$ cat config.mk
export PLATFORM = sky130hd
export DESIGN_NAME = wbh_top
export DESIGN_NICKNAME = d
export VERILOG_FILES = /design/src/design/wbh_pkg.sv /design/src/design/wbh_arbiter.sv /design/src/design/wbh_reg.sv /design/src/design/wbh_req_stage.sv /design/src/design/wbh_slave_port.sv /design/src/design/wbh_top.sv
export SDC_FILE = /design/constraint.sdc
export NUM_CORES = 1
export LEC_CHECK = 0
export BUFFER_PORTS_ARGS = -buffer_cell sky130_fd_sc_hd__clkbuf_2
export CAP_MARGIN = 25
export CORE_MARGIN = 2
export CORE_UTILIZATION = 50
export DETAILED_ROUTE_END_ITERATION = 8
export GPL_TIMING_DRIVEN = 0
export HOLD_SLACK_MARGIN = 0.1
export PLACE_DENSITY = 0.88
export REMOVE_ABC_BUFFERS = 1
export SETUP_SLACK_MARGIN = 0.3
export SYNTH_ARGS = -nofsm -noshare
export SYNTH_HDL_FRONTEND = slang
export SYNTH_HIERARCHICAL = 1
export SYNTH_SLANG_ARGS = --single-unit
$ cat constraint.sdc
create_clock -name wbm_clk_i -period 7.6 [get_ports wbm_clk_i]
set_input_delay 1.52 -clock wbm_clk_i [delete_from_list [all_inputs] [get_ports wbm_clk_i]]
set_output_delay 1.52 -clock wbm_clk_i [all_outputs]
set_load 0.05 [all_outputs]
$ cat src/design/wbh_pkg.sv
// single clock wishbone classic only; no burst, no tags, one transfer in flight per master
package wbh_pkg;

    // ------------------------------
    // bus widths
    // ------------------------------
    localparam int ADDR_W = 32;
    localparam int DATA_W = 32;
    localparam int SEL_W  = 4;                  // one enable per byte lane

    // ------------------------------
    // address map
    // ------------------------------
    localparam int LOCAL_SEL_BIT = 19;          // adr[19] set selects local regs
    localparam int BANK_W        = 16;          // bank select register width
    localparam int BANK_LSB      = 3;           // bank_sel[15:3] forms adr[31:19]
    localparam int REG_IDX_W     = 3;           // word index, adr[4:2]

    // register reset values and constants
    localparam logic [BANK_W-1:0] BANK_SEL_RST = 16'h1000;
    localparam logic [DATA_W-1:0] HUB_ID       = 32'h5748_0001;  // read only

    // one wishbone request, master to slave
    typedef struct packed {
        logic              cyc;                 // cycle valid
        logic              stb;                 // strobe
        logic              we;                  // 1 = write
        logic [ADDR_W-1:0] adr;                 // byte address
        logic [DATA_W-1:0] dat;                 // write data
        logic [SEL_W-1:0]  sel;                 // byte enables
    } wb_req_t;

    // one wishbone response, slave to master
    typedef struct packed {
        logic [DATA_W-1:0] dat;                 // read data
        logic              ack;                 // single cycle pulse
        logic              err;                 // never with ack
    } wb_rsp_t;

    // current bus owner
    typedef enum logic {
        GNT_HOST = 1'b0,
        GNT_AUX  = 1'b1
    } grant_e;

    // local register indexes
    typedef enum logic [REG_IDX_W-1:0] {
        REG_BANK_SEL = 3'd0,                    // upper address bits for slave side
        REG_SCRATCH  = 3'd1,                    // free read/write word
        REG_ID       = 3'd2                     // hub identification
    } reg_idx_e;

endpackage

$ cat src/design/wbh_arbiter.sv
// fixed priority, host wins ties; grant changes only while the owner has cyc low
`timescale 1ns/1ns

module wbh_arbiter (
    input  logic             wbm_clk_i,
    input  logic             s_reset_n,
    input  wbh_pkg::wb_req_t host_req_i,
    input  wbh_pkg::wb_req_t aux_req_i,
    input  wbh_pkg::wb_rsp_t bus_rsp_i,         // shared response
    output wbh_pkg::wb_req_t bus_req_o,         // owner request
    output wbh_pkg::wb_rsp_t host_rsp_o,
    output wbh_pkg::wb_rsp_t aux_rsp_o
);
    import wbh_pkg::*;

    grant_e gnt_q;                              // owner of the last cycle
    grant_e gnt;                                // owner this cycle
    logic   host_rq;
    logic   aux_rq;
    logic   owner_cyc;                          // owner still holds the bus

    assign host_rq   = host_req_i.cyc & host_req_i.stb;  // host needs both
    assign aux_rq    = aux_req_i.stb;
    assign owner_cyc = (gnt_q == GNT_HOST) ? host_req_i.cyc : aux_req_i.cyc;

    // ------------------------------
    // grant decision
    // ------------------------------
    always_comb begin
        gnt = gnt_q;                            // keep by default
        if (!owner_cyc) begin
            if (host_rq) begin
                gnt = GNT_HOST;                 // host first on a tie
            end else if (aux_rq) begin
                gnt = GNT_AUX;
            end
        end
    end

    always_ff @(posedge wbm_clk_i) begin
        if (!s_reset_n) begin
            gnt_q <= GNT_HOST;
        end else begin
            gnt_q <= gnt;
        end
    end

    // ------------------------------
    // request mux
    // ------------------------------
    always_comb begin
        if (gnt == GNT_HOST) begin
            bus_req_o     = host_req_i;
            bus_req_o.stb = host_req_i.cyc & host_req_i.stb;  // stb qualified by cyc
        end else begin
            bus_req_o = aux_req_i;
        end
    end

    // response goes to the owner, the loser reads zeros
    assign host_rsp_o = (gnt == GNT_HOST) ? bus_rsp_i : '0;
    assign aux_rsp_o  = (gnt == GNT_AUX)  ? bus_rsp_i : '0;

endmodule

$ cat src/design/wbh_reg.sv
// local registers; one ack per strobe, writes to REG_ID and unused indexes are dropped
`timescale 1ns/1ns

module wbh_reg (
    input  logic                          wbm_clk_i,
    input  logic                          s_reset_n,
    input  logic                          reg_cs_i,     // held until ack
    input  logic                          reg_wr_i,     // 1 = write
    input  logic [wbh_pkg::REG_IDX_W-1:0] reg_idx_i,    // word index
    input  logic [wbh_pkg::DATA_W-1:0]    reg_wdata_i,
    input  logic [wbh_pkg::SEL_W-1:0]     reg_be_i,     // byte enables
    output logic [wbh_pkg::DATA_W-1:0]    reg_rdata_o,
    output logic                          reg_ack_o,
    output logic [wbh_pkg::BANK_W-1:0]    bank_sel_o    // to slave port
);
    import wbh_pkg::*;

    reg_idx_e          idx;
    logic              acc;                     // first cycle of a strobe
    logic              wr_en;
    logic [BANK_W-1:0] bank_sel_q;
    logic [DATA_W-1:0] scratch_q;
    logic [DATA_W-1:0] rd_mux;

    assign idx   = reg_idx_e'(reg_idx_i);
    assign acc   = reg_cs_i & ~reg_ack_o;       // held cs must not ack twice
    assign wr_en = acc & reg_wr_i;

    // ------------------------------
    // read mux
    // ------------------------------
    always_comb begin
        case (idx)
            REG_BANK_SEL: rd_mux = {{(DATA_W-BANK_W){1'b0}}, bank_sel_q};
            REG_SCRATCH:  rd_mux = scratch_q;
            REG_ID:       rd_mux = HUB_ID;
            default:      rd_mux = '0;          // unused indexes read 0
        endcase
    end

    // ------------------------------
    // write and ack
    // ------------------------------
    always_ff @(posedge wbm_clk_i) begin
        if (!s_reset_n) begin
            bank_sel_q <= BANK_SEL_RST;
            scratch_q  <= '0;
            reg_ack_o  <= 1'b0;
        end else begin
            reg_ack_o <= acc;                   // 1 cycle after the strobe
            if (wr_en && idx == REG_BANK_SEL) begin
                for (int b = 0; b < BANK_W/8; b++) begin
                    if (reg_be_i[b]) begin
                        bank_sel_q[b*8 +: 8] <= reg_wdata_i[b*8 +: 8];
                    end
                end
            end
            if (wr_en && idx == REG_SCRATCH) begin
                for (int b = 0; b < SEL_W; b++) begin
                    if (reg_be_i[b]) begin
                        scratch_q[b*8 +: 8] <= reg_wdata_i[b*8 +: 8];
                    end
                end
            end
        end
    end

    // read data lines up with ack
    always_ff @(posedge wbm_clk_i) begin
        if (acc) begin
            reg_rdata_o <= rd_mux;
        end
    end

    assign bank_sel_o = bank_sel_q;

endmodule

$ cat src/design/wbh_req_stage.sv
// registers the strobe and the response; adds two cycles to every access, local err is always 0
`timescale 1ns/1ns

module wbh_req_stage (
    input  logic                       wbm_clk_i,
    input  logic                       s_reset_n,
    input  wbh_pkg::wb_req_t           bus_req_i,     // owner request
    input  logic [wbh_pkg::DATA_W-1:0] reg_rdata_i,   // local read data
    input  logic                       reg_ack_i,
    input  wbh_pkg::wb_rsp_t           slv_rsp_i,     // slave side response
    output wbh_pkg::wb_rsp_t           bus_rsp_o,     // back to arbiter
    output logic                       reg_cs_o,      // local strobe
    output logic                       slv_stb_o      // slave port strobe
);
    import wbh_pkg::*;

    logic              req_q;                   // registered strobe
    logic              local_sel;               // adr[19] decode
    wb_rsp_t           rsp_mux;                 // merged response
    logic              rsp_hit;                 // any ack/err this cycle
    logic              ack_q;
    logic              err_q;
    logic [DATA_W-1:0] dat_q;                   // last read data

    // ------------------------------
    // address decode
    // ------------------------------
    assign local_sel = bus_req_i.adr[LOCAL_SEL_BIT];
    assign reg_cs_o  = req_q & local_sel;
    assign slv_stb_o = req_q & ~local_sel;

    // pick the responder by address
    always_comb begin
        if (local_sel) begin
            rsp_mux.dat = reg_rdata_i;
            rsp_mux.ack = reg_ack_i;
            rsp_mux.err = 1'b0;                 // local block never errors
        end else begin
            rsp_mux = slv_rsp_i;
        end
    end

    assign rsp_hit = rsp_mux.ack | rsp_mux.err;

    // ------------------------------
    // strobe and response registers
    // ------------------------------
    always_ff @(posedge wbm_clk_i) begin
        if (!s_reset_n) begin
            req_q <= 1'b0;
            ack_q <= 1'b0;
            err_q <= 1'b0;
            dat_q <= '0;
        end else begin
            // no new strobe while a response is on its way back
            req_q <= bus_req_i.stb & ~(ack_q | err_q) & ~rsp_hit;
            ack_q <= rsp_mux.ack;               // one cycle pulse
            err_q <= rsp_mux.err;
            if (rsp_mux.ack) begin
                dat_q <= rsp_mux.dat;           // keep last data on the bus
            end
        end
    end

    assign bus_rsp_o.dat = dat_q;
    assign bus_rsp_o.ack = ack_q;
    assign bus_rsp_o.err = err_q;

endmodule

$ cat src/design/wbh_slave_port.sv
// one slave cycle at a time; address bits 31:19 come from bank select, not from the master
`timescale 1ns/1ns

module wbh_slave_port (
    input  logic                       wbm_clk_i,
    input  logic                       s_reset_n,
    input  logic                       slv_stb_i,     // registered strobe, slave side
    input  wbh_pkg::wb_req_t           bus_req_i,     // owner request fields
    input  logic [wbh_pkg::BANK_W-1:0] bank_sel_i,
    input  wbh_pkg::wb_rsp_t           slave_rsp_i,
    output wbh_pkg::wb_req_t           slave_req_o,
    output wbh_pkg::wb_rsp_t           slv_rsp_o      // to request stage
);
    import wbh_pkg::*;

    logic              busy_q;                  // cycle open on the slave bus
    logic              start;
    logic              done;
    logic [ADDR_W-1:0] adr_xlat;                // banked address
    logic [ADDR_W-1:0] adr_q;
    logic [DATA_W-1:0] dat_q;
    logic [SEL_W-1:0]  sel_q;
    logic              we_q;

    // {bank_sel[15:3], adr[18:0]}
    assign adr_xlat = {bank_sel_i[BANK_W-1:BANK_LSB], bus_req_i.adr[LOCAL_SEL_BIT-1:0]};

    assign start = slv_stb_i & ~busy_q;
    assign done  = busy_q & (slave_rsp_i.ack | slave_rsp_i.err);

    // ------------------------------
    // cycle control
    // ------------------------------
    always_ff @(posedge wbm_clk_i) begin
        if (!s_reset_n) begin
            busy_q <= 1'b0;
        end else if (start) begin
            busy_q <= 1'b1;
        end else if (done) begin
            busy_q <= 1'b0;                     // drop cyc/stb on the response
        end
    end

    // request fields held for the whole cycle
    always_ff @(posedge wbm_clk_i) begin
        if (start) begin
            adr_q <= adr_xlat;
            dat_q <= bus_req_i.dat;
            sel_q <= bus_req_i.sel;
            we_q  <= bus_req_i.we;
        end
    end

    assign slave_req_o.cyc = busy_q;
    assign slave_req_o.stb = busy_q;
    assign slave_req_o.we  = we_q;
    assign slave_req_o.adr = adr_q;
    assign slave_req_o.dat = dat_q;
    assign slave_req_o.sel = sel_q;

    // response passes through, only while a cycle is open
    assign slv_rsp_o.dat = slave_rsp_i.dat;
    assign slv_rsp_o.ack = slave_rsp_i.ack & busy_q;
    assign slv_rsp_o.err = slave_rsp_i.err & busy_q;

endmodule

$ cat src/design/wbh_top.sv
// all logic on wbm_clk_i with synchronous active low s_reset_n; slave side shares this clock
`timescale 1ns/1ns

module wbh_top (
    input  logic             wbm_clk_i,         // single system clock
    input  logic             s_reset_n,         // sync reset, active low
    input  wbh_pkg::wb_req_t host_req_i,        // host master request
    input  wbh_pkg::wb_req_t aux_req_i,         // bridge side master request
    input  wbh_pkg::wb_rsp_t slave_rsp_i,       // from outgoing slave
    output wbh_pkg::wb_rsp_t host_rsp_o,
    output wbh_pkg::wb_rsp_t aux_rsp_o,
    output wbh_pkg::wb_req_t slave_req_o        // outgoing slave cycle
);
    import wbh_pkg::*;

    // ------------------------------
    // internal nets
    // ------------------------------
    wb_req_t           bus_req;                 // owner request after mux
    wb_rsp_t           bus_rsp;                 // registered response to owner
    wb_rsp_t           slv_rsp;                 // slave response, in flight only
    logic              reg_cs;
    logic              slv_stb;
    logic [DATA_W-1:0] reg_rdata;
    logic              reg_ack;
    logic [BANK_W-1:0] bank_sel;                // upper address source

    wbh_arbiter u_arb (
        .wbm_clk_i  (wbm_clk_i),
        .s_reset_n  (s_reset_n),
        .host_req_i (host_req_i),
        .aux_req_i  (aux_req_i),
        .bus_rsp_i  (bus_rsp),
        .bus_req_o  (bus_req),
        .host_rsp_o (host_rsp_o),
        .aux_rsp_o  (aux_rsp_o)
    );

    wbh_req_stage u_req (
        .wbm_clk_i   (wbm_clk_i),
        .s_reset_n   (s_reset_n),
        .bus_req_i   (bus_req),
        .reg_rdata_i (reg_rdata),
        .reg_ack_i   (reg_ack),
        .slv_rsp_i   (slv_rsp),
        .bus_rsp_o   (bus_rsp),
        .reg_cs_o    (reg_cs),
        .slv_stb_o   (slv_stb)
    );

    wbh_reg u_reg (
        .wbm_clk_i   (wbm_clk_i),
        .s_reset_n   (s_reset_n),
        .reg_cs_i    (reg_cs),
        .reg_wr_i    (bus_req.we),
        .reg_idx_i   (bus_req.adr[REG_IDX_W+1:2]),   // word index
        .reg_wdata_i (bus_req.dat),
        .reg_be_i    (bus_req.sel),
        .reg_rdata_o (reg_rdata),
        .reg_ack_o   (reg_ack),
        .bank_sel_o  (bank_sel)
    );

    wbh_slave_port u_slv (
        .wbm_clk_i   (wbm_clk_i),
        .s_reset_n   (s_reset_n),
        .slv_stb_i   (slv_stb),
        .bus_req_i   (bus_req),
        .bank_sel_i  (bank_sel),
        .slave_rsp_i (slave_rsp_i),
        .slave_req_o (slave_req_o),
        .slv_rsp_o   (slv_rsp)
    );

endmodule

; ---- Word-level counts from Yosys, hierarchy flattened
; Index checks and enable logic that the tools add are counted.
[classes]
n_mux = 11
n_eq_ne = 2
n_bitwise = 19
reduce_logical = 10
[ops]
columns = op, n
row1 = two-way mux 34 bit, 3
row2 = one-hot mux 32 bit (3 select lines), 1
row3 = two-way mux 70 bit, 1
row4 = AND reduction 2 bit, 6
row5 = AND 1 bit, 11
row6 = two-way mux 1 bit, 6
row7 = NOT 1 bit, 5
row8 = "equality test 3 x 1 -> 1 bit, second input constant", 1
row9 = "equality test 3 x 2 -> 1 bit, second input constant", 1
row10 = zero test 3 bit, 1
row11 = bitwise OR 1 bit, 3
row12 = logical AND 1 bit, 2
row13 = nonzero test 2 bit, 1
[word_totals]
reg_bits = 187
elab_cells = 60
out_inout_bits = 139
in_bits = 178

; ---- Depth between registers and ports, before layout
[depth]
depth_word = 9
depth_mapped = 12

; ---- Cells and area by module
; The synthesis kept the hierarchy.
[by_module_without_submodules]
columns = module, seq_area_each_um2, area_per_inst_um2, n_inst, cells_each
row1 = wbh_reg, 1941.9, 3250.6, 1, 283
row2 = wbh_slave_port, 2092.0, 2396.0, 1, 110
row3 = wbh_req_stage, 700.7, 1730.4, 1, 156
row4 = wbh_arbiter, 20.0, 1637.8, 1, 164

; ---- Worst setup path after synthesis
; No wires, ideal clock.
[synth_path]
path_type = in2reg
from = input port aux_req_i[69] in the netlist's numbering
to = register u_slv.adr_q[0] (enable)
path_slack_ps = 1076
n_path_buf = 4
arrival_time_ps = 6018
path_stages = 9
required_ps = 7094
path_cell_list = nor2b_1 -> o22ai_2 -> buf_6 -> buf_6 -> mux2_4 -> buf_4 -> buf_2 -> nor2b_1 -> nor2b_1
[synth_lines]
columns = item, line
row1 = start: declaration, wbh_top.sv:8  ; input wbh_pkg::wb_req_t aux_req_i,
row2 = end signal: assignment, wbh_slave_port.sv:47  ; adr_q <= adr_xlat;
row3 = end: declaration, wbh_slave_port.sv:20  ; logic [ADDR_W-1:0] adr_q;

==> flow_summary.yaml <==
floorplan:
  die_h_um: 136.7
  fp.dieW_um: 136.7
  rows: 48
  pin_count: 317
  dieArea_um2: 18690
  start_util_pct: 51.10
  fp.coreArea_um2: 17240
worst_setup_path:
  cp_cell_sequence: "clkbuf_2 -> nor2b_1 -> o22ai_4 -> buf_12 -> buf_12 -> and2_1 -> clkbuf_2"
  cp-end-kind: "output pin"
  critPathRequiredTime_ps: 6080
  cp_num_buf_inv: 4
  cp_max_fo: 38
  slowest_delay_ps: 270
  cp_slowest_cell: "clkbuf_2"
  crit_type: "in -> out"
  crit_arrival_ps: 2910
  critPathTopFamily: "buffers and inverters"
  start_kind: "input port"
cts:
  clkTransAtPathRegs_ps: 70
  cts-hold-fix-buffers: 0
  numCtsBuffers: 17
  cts_tree: "done"
  postCtsSetupBuffers: 0
  clock_sinks: 187
  cts_resized: 0
  clock_path_buffers: 2
  cts_root_buf: "clkbuf_16"
  htreeDepth: 4
  clkLatencyLatePin_ps: 430
sta:
  fin_worst_skew_ps: 11.92
  period_share_pct: 58.31
  worst_pin_slew_ps: 954.7
  report.final.slew_viol_count: 0
  hold_violations: 0
  setup_viol: 0
  timing.fmax_mhz: 225.7
  relSlewSlack_pct: 36.35
  final.min_clock_period_ps: 4431
  grt_setup_unrepaired: "no"
power_and_ir_drop:
  p_leak_nw: 4.661
  clockPowerShare_pct: 37.0
  p_switching_uw: 644.1
  internal-power_mw: 1.705
  pwr-share-seq_pct: 47.4
  pwr-share-comb_pct: 15.6
  switching_share_pct: 27.42
  peakVddDrop_mv: 0.1459
  total_power_mw: 2.349
  powerDensity_nw_per_um2: 219.4
cells_and_area:
  fin_area_um2: 10700
  layout.nets: 1111
  fillers: 1350
  seq_area_um2: 4755
  diodes: 0
  final_layout_size_suffix_gt1_share_pct: 46.30
  area.growth.synth_to_final_pct: 21.54
  multi_input_area_um2: 3452
routing:
  wl_mm: 19.52
  ant_nets: 0
  via_per_inst: 5.059
  dr.pass1.iters: 5
  vias: 5924
  drt_iter0_drc: 282
  wire_per_inst_um: 16.67
  drcViolationCount: 0
yosys:
  netlist_area_um2: 8807
  synth_warnings: 6
  syn-instance-count: 697
  syn_avg_cell_area_um2: 12.64
placement:
  dp_hpwl_mm: 14.17
  placed_area_um2: 10130
  routabilityCongestion: 0.7524
  place.port_buffers: 292
global_route:
  antenna_found_initial: 0
  track_usage_pct: 20.61
  grt_pass1_vias: 5807
  grt_max_degree: 88
  grt_first_pass_wirelength_mm: 29.53
  gr-total-overflow: 0
hold_path:
  hp-class: "reg -> reg"
job:
  drv_cap: 0
status:
  outcome: "finished clean"
[per-layer routing]
layer | part of all wire, % | track usage (%) | routed length, um
met1 | 42 | 25.16 | 8179
met2 | 52 | 36.33 | 10140
met3 | 4.8 | 4.370 | 930
met4 | 1.4 | 6.539 | 274
met5 | 0 | 0 | 0
[state kept, by name, indices dropped and copies added, names as in the netlist]
name and flops:
u_slv/busy_q 1, u_slv/adr_q 32, u_reg/reg_rdata_o 32, u_req/err_q 1, u_arb/gnt_q 1, u_slv/sel_q 4
u_reg/bank_sel_o 16, u_reg/reg_ack_o 1, u_req/ack_q 1, u_req/dat_q 32, u_req/req_q 1, u_slv/we_q 1
u_slv/dat_q 32, u_reg/scratch_q 32
[placed cells by master, fill, tap and decap left out, types with 2 or more instances in the layout]
master	instances
clkbuf_2	291
nor2_1	34
a211oi_2	32
edfxtp_1	101
buf_12	5
mux2_2	9
and2_1	47
and2b_1	4
and3_4	2
clkinvlp_4	3
nand3_2	2
clkbuf_16	17
a22o_1	15
and2_2	2
inv_6	6
o21ai_0	2
dfxtp_1	86
buf_16	2
nor2b_1	35
and3_1	2
mux2_4	49
nand2_1	88
nor2b_4	3
mux2i_1	80
a21oi_1	8
inv_8	3
[worst register-to-register path, cell delays in order, from the launching register on]
cell	delay, ps
dfxtp_1	340
o22ai_4	220
buf_12	230
mux2_4	610
and2_1	250
and4bb_2	350
and3_1	530
mux2i_1	270
[final cells by class]
cell class                      count  area share (%)
Clock buffer                       17           3.974
Clock inverter                     15           1.426
Inverter                            2         0.07013
Multi-Input combinational cell    425           32.25
Sequential cell                   187           44.42
Tap cell                          225           2.630
Timing Repair Buffer              300           15.23
[through the flow]
stage | instances | hold WS, ps | utilization (%) | worst slack, ps | TNS, ps
global placement | 1131 | 437.2 | 57.64 | -4151 | -424560
CTS | 1171 | 459.5 | 62.10 | 3171 | 0
global route | 1171 | 474.2 | 62.10 | 3100 | 0
floorplan | 614 | 430.1 | - | -1607 | -122640
detailed placement | 1139 | 444.0 | 58.75 | 3178 | 0
finish | 1171 | 457.7 | 62.10 | 3169 | 0
[power by group through the flow]
| stage | logic [mW] | clock network (mW) | registers (mW) |
|---|---|---|---|
| after floorplan | 0.196 | 0 | 1.19 |
| after global placement | 0.356 | 0 | 1.14 |
| after detailed placement | 0.368 | 0 | 1.14 |
| after CTS | 0.370 | 0.889 | 1.11 |
| after global routing | 0.389 | 0.929 | 1.12 |
| final | 0.366 | 0.869 | 1.11 |
[final timing paths]
check,depth (start not counted),startpoint,slack [ps],end
max,7,aux_req_i[69],3170,host_rsp_o[25]
min reg2reg,2,u_reg/scratch_q[13],460,u_reg/scratch_q[13]
min,2,u_reg/scratch_q[13],460,u_reg/scratch_q[13]
max reg2reg,7,u_arb/gnt_q,4730,u_reg/scratch_q[24]
(Power assumes the default switching activity.)
